[config.mk]
export PLATFORM = sky130hd
export DESIGN_NAME = icache_top
export DESIGN_NICKNAME = d
export VERILOG_FILES = /design/src/hdl/icache_pkg.sv /design/src/hdl/icache_top.sv /design/src/hdl/icache_core.sv /design/src/hdl/refill_port.sv /design/src/hdl/fetch_port.sv
export SDC_FILE = /design/constraint.sdc
export NUM_CORES = 1
export LEC_CHECK = 0
export BUFFER_PORTS_ARGS = -buffer_cell sky130_fd_sc_hd__buf_2
export CORE_MARGIN = 3
export CORE_UTILIZATION = 56
export DETAILED_ROUTE_END_ITERATION = 7
export PLACE_DENSITY = 0.87
export SLEW_MARGIN = 20
export SYNTH_ARGS = -nofsm -noshare
export SYNTH_HDL_FRONTEND = slang
export SYNTH_SLANG_ARGS = --single-unit
export TNS_END_PERCENT = 50
[constraint.sdc]
create_clock -name clk -period 5.48 [get_ports clk]
set_clock_uncertainty 0.2 [all_clocks]
set_input_delay 1.644 -clock clk [delete_from_list [all_inputs] [get_ports clk]]
set_output_delay 1.644 -clock clk [all_outputs]
set_load 0.1 [all_outputs]
[src/hdl/icache_pkg.sv]
package icache_pkg;

    // ####################
    // Widths
    // ####################

    // Word addresses and instruction words.
    localparam int ADDR_BITS = 16;
    localparam int DATA_BITS = 32;

    typedef logic [ADDR_BITS-1:0] addr_t;
    typedef logic [DATA_BITS-1:0] word_t;

    // ####################
    // Fetch side
    // ####################

    // Address of the word that the fetch unit wants.
    typedef struct packed {
        addr_t addr;
    } fetch_req_t;

    // Returned instruction, with hit set when it came from the cache.
    typedef struct packed {
        word_t data;
        logic  hit;
    } fetch_rsp_t;

    // ####################
    // Memory side
    // ####################

    // One word is read from memory per refill.
    typedef struct packed {
        addr_t addr;
    } refill_req_t;

    typedef struct packed {
        word_t data;
    } refill_rsp_t;

endpackage
[src/hdl/icache_top.sv]
`timescale 1ns/100ps

module icache_top
    import icache_pkg::*;
#(
    parameter int INDEX_BITS = 4
)
(
    input  logic       clk,
    input  logic       rst,
    input  logic       flush,
    input  logic       fetch_req,
    input  fetch_req_t fetch_req_data,
    input  logic       mem_ack,
    input  word_t      mem_data,
    output logic       fetch_ack,
    output fetch_rsp_t fetch_rsp,
    output logic       mem_req,
    output addr_t      mem_addr
);

    logic        lookup_valid;
    fetch_req_t  lookup_req;
    logic        lookup_done;
    fetch_rsp_t  lookup_rsp;
    logic        busy;
    logic        refill_start;
    refill_req_t refill_req;
    logic        refill_done;
    refill_rsp_t refill_rsp;

    fetch_port u_fetch_port (
        .clk            (clk),
        .rst            (rst),
        .fetch_req      (fetch_req),
        .fetch_req_data (fetch_req_data),
        .lookup_done    (lookup_done),
        .lookup_rsp     (lookup_rsp),
        .fetch_ack      (fetch_ack),
        .fetch_rsp      (fetch_rsp),
        .lookup_valid   (lookup_valid),
        .lookup_req     (lookup_req),
        .busy           (busy)
    );

    icache_core #(
        .INDEX_BITS (INDEX_BITS)
    ) u_icache_core (
        .clk          (clk),
        .rst          (rst),
        .flush        (flush),
        .busy         (busy),
        .lookup_valid (lookup_valid),
        .lookup_req   (lookup_req),
        .refill_done  (refill_done),
        .refill_rsp   (refill_rsp),
        .lookup_done  (lookup_done),
        .lookup_rsp   (lookup_rsp),
        .refill_start (refill_start),
        .refill_req   (refill_req)
    );

    refill_port u_refill_port (
        .clk          (clk),
        .rst          (rst),
        .refill_start (refill_start),
        .refill_req   (refill_req),
        .mem_ack      (mem_ack),
        .mem_data     (mem_data),
        .refill_done  (refill_done),
        .refill_rsp   (refill_rsp),
        .mem_req      (mem_req),
        .mem_addr     (mem_addr)
    );

endmodule

[src/hdl/icache_core.sv]
`timescale 1ns/100ps

module icache_core
    import icache_pkg::*;
#(
    parameter int INDEX_BITS = 4
)
(
    input  logic        clk,
    input  logic        rst,
    input  logic        flush,
    input  logic        busy,
    input  logic        lookup_valid,
    input  fetch_req_t  lookup_req,
    input  logic        refill_done,
    input  refill_rsp_t refill_rsp,
    output logic        lookup_done,
    output fetch_rsp_t  lookup_rsp,
    output logic        refill_start,
    output refill_req_t refill_req
);

    localparam int TAG_BITS = ADDR_BITS - INDEX_BITS;
    localparam int LINES    = 1 << INDEX_BITS;

    localparam logic [1:0] ST_IDLE    = 2'd0;
    localparam logic [1:0] ST_COMPARE = 2'd1;
    localparam logic [1:0] ST_ALLOC   = 2'd2;

    // ####################
    // Storage
    // ####################

    logic [TAG_BITS-1:0] tag_mem [LINES];
    word_t               data_mem [LINES];
    logic [LINES-1:0]    valid_q;

    logic [1:0]            state;
    addr_t                 addr_q;
    logic [TAG_BITS-1:0]   tag_rd;
    word_t                 data_rd;
    word_t                 fill_word;
    logic                  fill_done;
    logic                  flush_pending;
    logic                  tag_match;

    logic [INDEX_BITS-1:0] index_in;
    logic [INDEX_BITS-1:0] index_q;
    logic [TAG_BITS-1:0]   tag_q;

    assign index_in = lookup_req.addr[INDEX_BITS-1:0];
    assign index_q  = addr_q[INDEX_BITS-1:0];
    assign tag_q    = addr_q[ADDR_BITS-1:INDEX_BITS];

    // Arrays are read on the lookup and written when a refill returns.
    always_ff @(posedge clk)
    begin
        if (lookup_valid)
        begin
            addr_q  <= lookup_req.addr;
            tag_rd  <= tag_mem[index_in];
            data_rd <= data_mem[index_in];
        end
        if (state == ST_ALLOC && refill_done)
        begin
            tag_mem[index_q]  <= tag_q;
            data_mem[index_q] <= refill_rsp.data;
            fill_word         <= refill_rsp.data;
        end
    end

    // ####################
    // Lookup
    // ####################

    // Valid bits sit in flops, so they are read directly in the compare state.
    assign tag_match = valid_q[index_q] && (tag_rd == tag_q);

    assign lookup_done  = (state == ST_COMPARE && tag_match) || fill_done;
    assign refill_start = (state == ST_COMPARE) && !tag_match;

    assign refill_req.addr = addr_q;

    // After a refill the answer carries the new word with hit clear.
    always_comb
    begin
        if (fill_done)
        begin
            lookup_rsp.data = fill_word;
            lookup_rsp.hit  = 1'b0;
        end
        else
        begin
            lookup_rsp.data = data_rd;
            lookup_rsp.hit  = 1'b1;
        end
    end

    // ####################
    // Control
    // ####################

    always_ff @(posedge clk)
    begin
        if (rst)
        begin
            state         <= ST_IDLE;
            fill_done     <= 1'b0;
            flush_pending <= 1'b0;
            valid_q       <= '0;
        end
        else
        begin
            fill_done <= 1'b0;
            case (state)
                ST_IDLE:
                begin
                    if (lookup_valid)
                        state <= ST_COMPARE;
                end
                ST_COMPARE:
                begin
                    if (tag_match)
                        state <= ST_IDLE;
                    else
                        state <= ST_ALLOC;
                end
                ST_ALLOC:
                begin
                    // Wait here for as long as memory takes.
                    if (refill_done)
                    begin
                        valid_q[index_q] <= 1'b1;
                        fill_done        <= 1'b1;
                        state            <= ST_IDLE;
                    end
                end
                default: state <= ST_IDLE;
            endcase

            // A flush during a fetch waits until the fetch port goes idle.
            if ((flush || flush_pending) && !busy)
            begin
                valid_q       <= '0;
                flush_pending <= 1'b0;
            end
            else if (flush)
            begin
                flush_pending <= 1'b1;
            end
        end
    end

    // The fetch port issues a lookup only when the previous one is finished.
    lookup_in_idle: assert property (@(posedge clk) disable iff (rst)
        lookup_valid |-> state == ST_IDLE);

endmodule

[src/hdl/refill_port.sv]
`timescale 1ns/100ps

module refill_port
    import icache_pkg::*;
(
    input  logic        clk,
    input  logic        rst,
    input  logic        refill_start,
    input  refill_req_t refill_req,
    input  logic        mem_ack,
    input  word_t       mem_data,
    output logic        refill_done,
    output refill_rsp_t refill_rsp,
    output logic        mem_req,
    output addr_t       mem_addr
);

    localparam logic [1:0] ST_IDLE    = 2'd0;
    localparam logic [1:0] ST_REQUEST = 2'd1;
    localparam logic [1:0] ST_RELEASE = 2'd2;
    localparam logic [1:0] ST_DROP    = 2'd3;

    logic [1:0] state;

    always_ff @(posedge clk)
    begin
        if (rst)
        begin
            state       <= ST_IDLE;
            mem_req     <= 1'b0;
            refill_done <= 1'b0;
        end
        else
        begin
            refill_done <= 1'b0;
            case (state)
                ST_IDLE:
                begin
                    if (refill_start)
                    begin
                        mem_req <= 1'b1;
                        state   <= ST_REQUEST;
                    end
                end
                ST_REQUEST:
                begin
                    if (mem_ack)
                    begin
                        refill_done <= 1'b1;
                        state       <= ST_RELEASE;
                    end
                end
                ST_RELEASE:
                begin
                    mem_req <= 1'b0;
                    state   <= ST_DROP;
                end
                ST_DROP:
                begin
                    // No new request until memory has let go of its ack.
                    if (!mem_ack)
                        state <= ST_IDLE;
                end
                default: state <= ST_IDLE;
            endcase
        end
    end

    // Address is held for the whole request, data is taken on the ack.
    always_ff @(posedge clk)
    begin
        if (state == ST_IDLE && refill_start)
            mem_addr <= refill_req.addr;
        if (state == ST_REQUEST && mem_ack)
            refill_rsp.data <= mem_data;
    end

    // The request is only withdrawn once memory has answered it.
    req_held_to_ack: assert property (@(posedge clk) disable iff (rst)
        $fell(mem_req) |-> $past(mem_ack));

endmodule

[src/hdl/fetch_port.sv]
`timescale 1ns/100ps

module fetch_port
    import icache_pkg::*;
(
    input  logic       clk,
    input  logic       rst,
    input  logic       fetch_req,
    input  fetch_req_t fetch_req_data,
    input  logic       lookup_done,
    input  fetch_rsp_t lookup_rsp,
    output logic       fetch_ack,
    output fetch_rsp_t fetch_rsp,
    output logic       lookup_valid,
    output fetch_req_t lookup_req,
    output logic       busy
);

    localparam logic [1:0] ST_IDLE = 2'd0;
    localparam logic [1:0] ST_WAIT = 2'd1;
    localparam logic [1:0] ST_ACK  = 2'd2;

    logic [1:0] state;
    logic       req_q;
    logic       req_rise;

    // A new request is only taken on a rising edge of fetch_req.
    assign req_rise = fetch_req && !req_q;

    // The port is busy from the accepted request until the ack has dropped.
    assign busy = (state != ST_IDLE);

    always_ff @(posedge clk)
    begin
        if (rst)
        begin
            state        <= ST_IDLE;
            req_q        <= 1'b0;
            fetch_ack    <= 1'b0;
            lookup_valid <= 1'b0;
        end
        else
        begin
            req_q        <= fetch_req;
            lookup_valid <= 1'b0;
            case (state)
                ST_IDLE:
                begin
                    if (req_rise)
                    begin
                        lookup_valid <= 1'b1;
                        state        <= ST_WAIT;
                    end
                end
                ST_WAIT:
                begin
                    if (lookup_done)
                    begin
                        fetch_ack <= 1'b1;
                        state     <= ST_ACK;
                    end
                end
                ST_ACK:
                begin
                    if (!fetch_req)
                    begin
                        fetch_ack <= 1'b0;
                        state     <= ST_IDLE;
                    end
                end
                default: state <= ST_IDLE;
            endcase
        end
    end

    // Request address and response are plain payload registers.
    always_ff @(posedge clk)
    begin
        if (state == ST_IDLE && req_rise)
            lookup_req <= fetch_req_data;
        if (state == ST_WAIT && lookup_done)
            fetch_rsp <= lookup_rsp;
    end

    // The fetch unit must still hold its request when the ack goes up.
    ack_needs_req: assert property (@(posedge clk) disable iff (rst)
        $rose(fetch_ack) |-> fetch_req);

endmodule

==> impl_metrics.yaml, run 1 <==
status:
  status: "finished clean"
routing:
  via_per_inst: 6.618
  drc: 0
  dr.pass1.iters: 5
  routed_wl_um: 80470
  wl_per_cell_um: 33.74
  final_antenna_net_count: 0
  drt_iter0_markers: 1792
  vias: 15780
cells_and_area:
  nFillCells: 3702
  area_growth_pct: 11.97
  layout_common_cells: "893 x edfxtp_1, 114 x mux4_1, 110 x mux4_2"
  drive_above_1_share_pct: 27.26
  final_nets: 1587
  diodes: 0
  mostFrequentLayoutCell: "edfxtp_1"
power:
  powerDensity_mw_per_mm2: 373.5
  leakage_nw: 12.62
  irDropWorstVdd_uv: 356.6
floorplan:
  num_rows: 90
  core_mm2: 0.06081
  die_x_um: 255.0
  dieArea_mm2: 0.06503
  initial_utilization_pct: 57.10
  ios: 104
  die_y_um: 255.0
yosys:
  syn_inst: 1360
  syn-num-nets: 1417
  synth-async-reset-ratio_pct: 0
  synthMuxAreaShare_pct: 16.94
  synth_area_leaders: "edfxtp_1 77%, mux4_1 8.6%, mux4_2 7.1%, dfxtp_1 1.7%, mux2_2 1.0%"
  synth_top_area_share_pct: 77.23
  synth.cell_area_mm2: 0.03472
  ys_ff_latch: 922
  synth_xor_area_share_pct: 0.3027
  synth-simple-area-share_pct: 0.9369
  synth_top_flop_cell: "edfxtp_1"
  synth_compound_area_share_pct: 0.6234
  synth.avg_cell_area_um2: 25.53
  synth-seq-area-share_pct: 78.90
  synth_fa_ha_area_share_pct: 0.1441
  synth-edff-count: 893
  synth_top_family_by_area: "multiplexers"
  synth.distinct_cells: 37
  synth_top_area_cell: "edfxtp_1"
  yosysWarningCount: 0
sta:
  slew_headroom_pct: 25.10
  setup_tns_ns: 0
  rsz0062_at_grt: "false"
  max_freq_ghz: 0.2943
  drv_slew: 0
  final.period_utilization_pct: 62.01
  post-route-min-period_ns: 3.398
  hold_ws_ns: 0.2141
  setup_viol: 0
  finalHoldViolCount: 0
  worst_pin_slew_ns: 1.121
worst_setup_path:
  r2r_slack_ns: 2.09
  path_buf_inv: 1
  regToRegStartpoint: "u_icache_core.state[0]$_SDFFE_PP0P_"
  critPathMaxStageDelay_ns: 0.47
  crit_family: "buffers and inverters"
  rr_endpoint: "u_icache_core.data_mem[14][21]$_DFFE_PP_"
  r2r_cells: 5
  path_max_fanout: 1
  critPathArrivalTime_ns: 1.55
  crit_type: "flop to output pin"
  crit_path_top_delay_cell: "buf_2"
  start_kind: "flop"
  critPathCaptureType: "output pin"
  cp_cell_sequence: "buf_2"
  crit_required_ns: 3.64
clocking:
  clk_latency_ns: 0.65
  cts_buffer_depth: 3
  cts-hold-fix-buffers: 0
  cts_sinks: 922
  numCtsBuffers: 88
  clk_pin_slew_ns: 0.06
  cts_resized: 0
  post_cts_buffers: 0
  cts_root_buffer: "clkbuf_16"
  htree_levels: 3
  cts_tree: "built"
grt:
  antenna_found_initial: 0
  grt_util_all_layers_pct: 25.44
  grt_pass1_vias: 16310
  overflow: 0
  grt_max_degree: 178
  grt_pass1_wl_um: 115500
flow_run:
  max-cap-violations: 0
placed_design:
  detailedPlacementHpwl_um: 39380
  gp_congestion: 0.7338
  io_buffers: 103
min_path:
  min_path_cells: 0
  hp-class: "flop to flop"
  timing.hold.worst_endpoint: "u_icache_core.refill_req[15]$_DFFE_PP_"
  worstHoldStart: "u_fetch_port.lookup_req[15]$_DFFE_PP_"
[registers in the layout (all words and copies together) (netlist names), 2 cells and up]
| register | count |
|---|---|
| u_icache_core.refill_req | 16 |
| u_refill_port.state | 2 |
| u_refill_port.refill_rsp | 32 |
| u_fetch_port.fetch_rsp | 33 |
| u_refill_port.mem_addr | 16 |
| u_icache_core.tag_rd | 12 |
| u_icache_core.valid_q | 16 |
| u_icache_core.state | 2 |
| u_fetch_port.state | 2 |
| u_icache_core.data_rd | 32 |
| u_icache_core.data_mem | 512 |
| u_fetch_port.lookup_req | 16 |
| u_icache_core.tag_mem | 192 |
| u_icache_core.fill_word | 32 |
[worst max path at each step]
stage	start	end	depth (start not counted)
after floorplan	u_icache_core.state[0]$_SDFFE_PP0P_	u_icache_core.data_mem[8][0]$_DFFE_PP_	4
after global placement	fetch_req	u_fetch_port.lookup_req[8]$_DFFE_PP_	4
after detailed placement	fetch_req	u_fetch_port.lookup_req[13]$_DFFE_PP_	4
after CTS	u_refill_port.mem_addr[2]$_DFFE_PP_	mem_addr[2]	1
after global routing	u_icache_core.state[0]$_SDFFE_PP0P_	u_icache_core.data_mem[14][15]$_DFFE_PP_	5
final	u_refill_port.mem_addr[2]$_DFFE_PP_	mem_addr[2]	1
[routing by layer]
metal  wire, µm  part of all wire [%]  track usage [%]  up-vias
met5          0                     0                0        -
met3       6397                   7.9            4.888      196
met1      29710                    37            33.41     8334
met4       3035                   3.8            9.448        0
met2      41330                    51            43.13     1003
li1           -                     -                -     6251
[cells in the mapped netlist, drive strengths merged, types with 2 or more instances]
library cell  count
ha                4
nand2             8
clkbuf           32
edfxtp          893
dfxtp            29
nand3b            2
mux4            224
nor2b             3
and2              3
nand2b            7
mux2             32
buf              30
inv               5
nor3              9
a31oi             5
nor2             20
mux2i             5
nand4             4
a21oi             4
nand3             3
o21a             17
xnor2            12
[cells by family after synthesis]
kind of cell               Yosys count
adders and majority gates            4
and+or+nand+nor                     64
xor gates and xnor gates            12
buffers and inverters               67
muxes                              261
AOI/OAI and AO/OA                   30
DFF                                922
[metrics by stage]
stage	total power, mW	instance area (µm²)	std cells	setup WS (ns)	util [%]
after detailed placement	8.619	35940	2219	1.984	59.10
final	14.52	38880	2385	2.082	63.94
after CTS	14.61	38800	2382	2.044	63.80
after global placement	8.581	35910	2217	2.149	59.05
after global routing	14.90	38880	2385	1.936	63.94
after floorplan	8.463	34720	1360	0.1984	-
[final cells by class]
cell class,count,area (µm²),area share (%)
multi-input combinational,371,6701,17.24
clock buffer,106,2344,6.028
sequential,922,27400,70.48
clock inverter,57,513.0,1.319
timing repair buffer,142,920.9,2.369
inverter,5,18.77,0.04827
tap,782,978.4,2.517
[where the power goes]
| group | internal (mW) | switching, mW |
|---|---|---|
| clock network | 3.40 | 2.63 |
| registers | 7.84 | 0.136 |
| logic | 0.230 | 0.284 |
| total | 11.5 | 3.05 |
No activity file was read; power rests on OpenSTA's default activity.
==> run 2, diff against run 1 <==
CORE_UTILIZATION = 62   (was 56)
PLACE_DENSITY = 0.9   (was 0.87)
clock period = 3.2 ns   (was 5.48 ns; I/O delays follow)
==> impl_metrics.yaml, run 2 (synthesis results as in run 1) <==
cells_and_area:
  layout_common_cells: "893 x edfxtp_1, 114 x mux4_1, 110 x mux4_2"
  fin_cells: 2373
  largest_registers: "u_icache_core.data_mem: 512 flops, u_icache_core.tag_mem: 192 flops, u_fetch_port.fetch_rsp: 33 flops"
  final_nets: 1609
  largest_reg_flops: 512
  area_growth_pct: 12.32
  nFillCells: 2889
  drive_above_1_share_pct: 28.00
  regMostFlops: "u_icache_core.data_mem"
  fin_area_mm2: 0.03900
  mostFrequentLayoutCell: "edfxtp_1"
  diodes: 0
  utilization_pct: 70.66
grt:
  grt_pass1_wl_um: 121400
  grt_pass1_vias: 17010
  grt_max_degree: 91
  grt_util_all_layers_pct: 29.36
  antenna_found_initial: 0
  overflow: 0
clocking:
  cts_sinks: 922
  htree_levels: 3
  cts_resized: 0
  numCtsBuffers: 87
  clk_latency_ns: 0.63
  clk_pin_slew_ns: 0.06
  cts_tree: "built"
  cts-hold-fix-buffers: 0
  cts_root_buffer: "clkbuf_16"
  post_cts_buffers: 0
  cts_buffer_depth: 3
routing:
  vias: 16450
  via_per_inst: 6.933
  final_antenna_net_count: 0
  routed_wl_um: 84760
  drt_iter0_markers: 2377
  dr.pass1.iters: 7
  wl_per_cell_um: 35.72
  drc: 0
power:
  p_sw_share_pct: 21.02
  irDropWorstVdd_uv: 565.8
  leakage_nw: 12.70
  p_seq_share_pct: 55.8
  power.internal_mw: 19.33
  combPwrFrac_pct: 3.7
  total_power_mw: 24.47
  power_switching_mw: 5.145
  pwr-share-clk_pct: 40.5
  powerDensity_mw_per_mm2: 627.5
sta:
  slew_headroom_pct: 50.90
  worst_pin_slew_ns: 0.7364
  post-route-min-period_ns: 3.015
  setup_viol: 0
  hold_ws_ns: 0.2169
  rsz0062_at_grt: "false"
  max_freq_ghz: 0.3316
  drv_slew: 0
  setup_slack_ns: 0.1845
  setup_tns_ns: 0
  finalHoldViolCount: 0
  final.period_utilization_pct: 94.23
floorplan:
  dieArea_mm2: 0.05888
  die_y_um: 242.7
  ios: 104
  num_rows: 86
  die_x_um: 242.7
  initial_utilization_pct: 62.90
  core_mm2: 0.05520
min_path:
  hp-class: "flop to flop"
  min_path_cells: 0
  worstHoldStart: "u_fetch_port.lookup_req[10]$_DFFE_PP_"
  timing.hold.worst_endpoint: "u_icache_core.refill_req[10]$_DFFE_PP_"
worst_setup_path:
  critPathMaxStageDelay_ns: 0.63
  crit_family: "simple AND/OR/NAND/NOR gates"
  start_kind: "flop"
  crit_required_ns: 3.31
  crit_path_top_delay_cell: "edfxtp_1"
  path_buf_inv: 2
  crit_type: "flop to flop"
  rr_endpoint: "u_fetch_port.fetch_rsp[22]$_DFFE_PP_"
  path_max_fanout: 18
  r2r_slack_ns: 0.18
  regToRegStartpoint: "u_icache_core.refill_req[5]$_DFFE_PP_"
  cp_cell_sequence: "xnor2_1, nand4_1, nor3_1, buf_4, a31oi_1, nor3_4, buf_12"
  critPathArrivalTime_ns: 3.13
  critPathCaptureType: "flop"
  r2r_cells: 7
placed_design:
  dp_cells: 2211
  dp_slack_ns: 0.3216
  io_buffers: 103
  gp_congestion: 0.7773
  detailedPlacementHpwl_um: 41530
  placed_cell_area_mm2: 0.03628
status:
  status: "finished clean"
flow_run:
  max-cap-violations: 0
==> run 2: how the worst max path moves through the flow <==
stage	startpoint	slack [ns]	endpoint	cells after the start
CTS	u_icache_core.refill_req[5]$_DFFE_PP_	0.20	u_fetch_port.fetch_rsp[22]$_DFFE_PP_	7
global route	u_icache_core.refill_req[5]$_DFFE_PP_	0.09	u_fetch_port.fetch_rsp[22]$_DFFE_PP_	7
finish	u_icache_core.refill_req[5]$_DFFE_PP_	0.18	u_fetch_port.fetch_rsp[22]$_DFFE_PP_	7
floorplan	u_icache_core.state[0]$_SDFFE_PP0P_	-0.88	u_icache_core.data_mem[10][0]$_DFFE_PP_	4
detailed placement	u_icache_core.refill_req[5]$_DFFE_PP_	0.32	u_fetch_port.fetch_rsp[20]$_DFFE_PP_	7
global placement	u_icache_core.refill_req[5]$_DFFE_PP_	0.35	u_fetch_port.fetch_rsp[14]$_DFFE_PP_	7
==> run 2: area by class of cell <==
class / instances / area (µm²) / share of cell area [%]
timing repair buffer: 165 / 1194 / 3.060
inverter: 5 / 18.77 / 0.04812
clock buffer: 112 / 2291 / 5.874
multi-input combinational: 371 / 6735 / 17.27
tap: 748 / 935.9 / 2.400
clock inverter: 50 / 426.7 / 1.094
sequential: 922 / 27400 / 70.26
==> run 2: layer usage <==
layer  global-route usage (%)  share of wire, %  vias up
met1                    38.03                34     8509
li1                         -                 -     6304
met5                        0                 0        -
met2                    49.17                51     1334
met4                    13.90               5.2        0
met3                    5.524               9.3      304
==> run 2: power groups by stage <==
stage,clock [mW],combinational [mW],sequential (mW)
2_1_floorplan,0,0.602,13.9
3_3_place_gp,0,0.837,13.9
3_5_place_dp,0,0.869,13.9
4_1_cts,10.0,0.893,13.7
5_1_grt,10.5,0.931,13.7
6_report,9.92,0.894,13.7
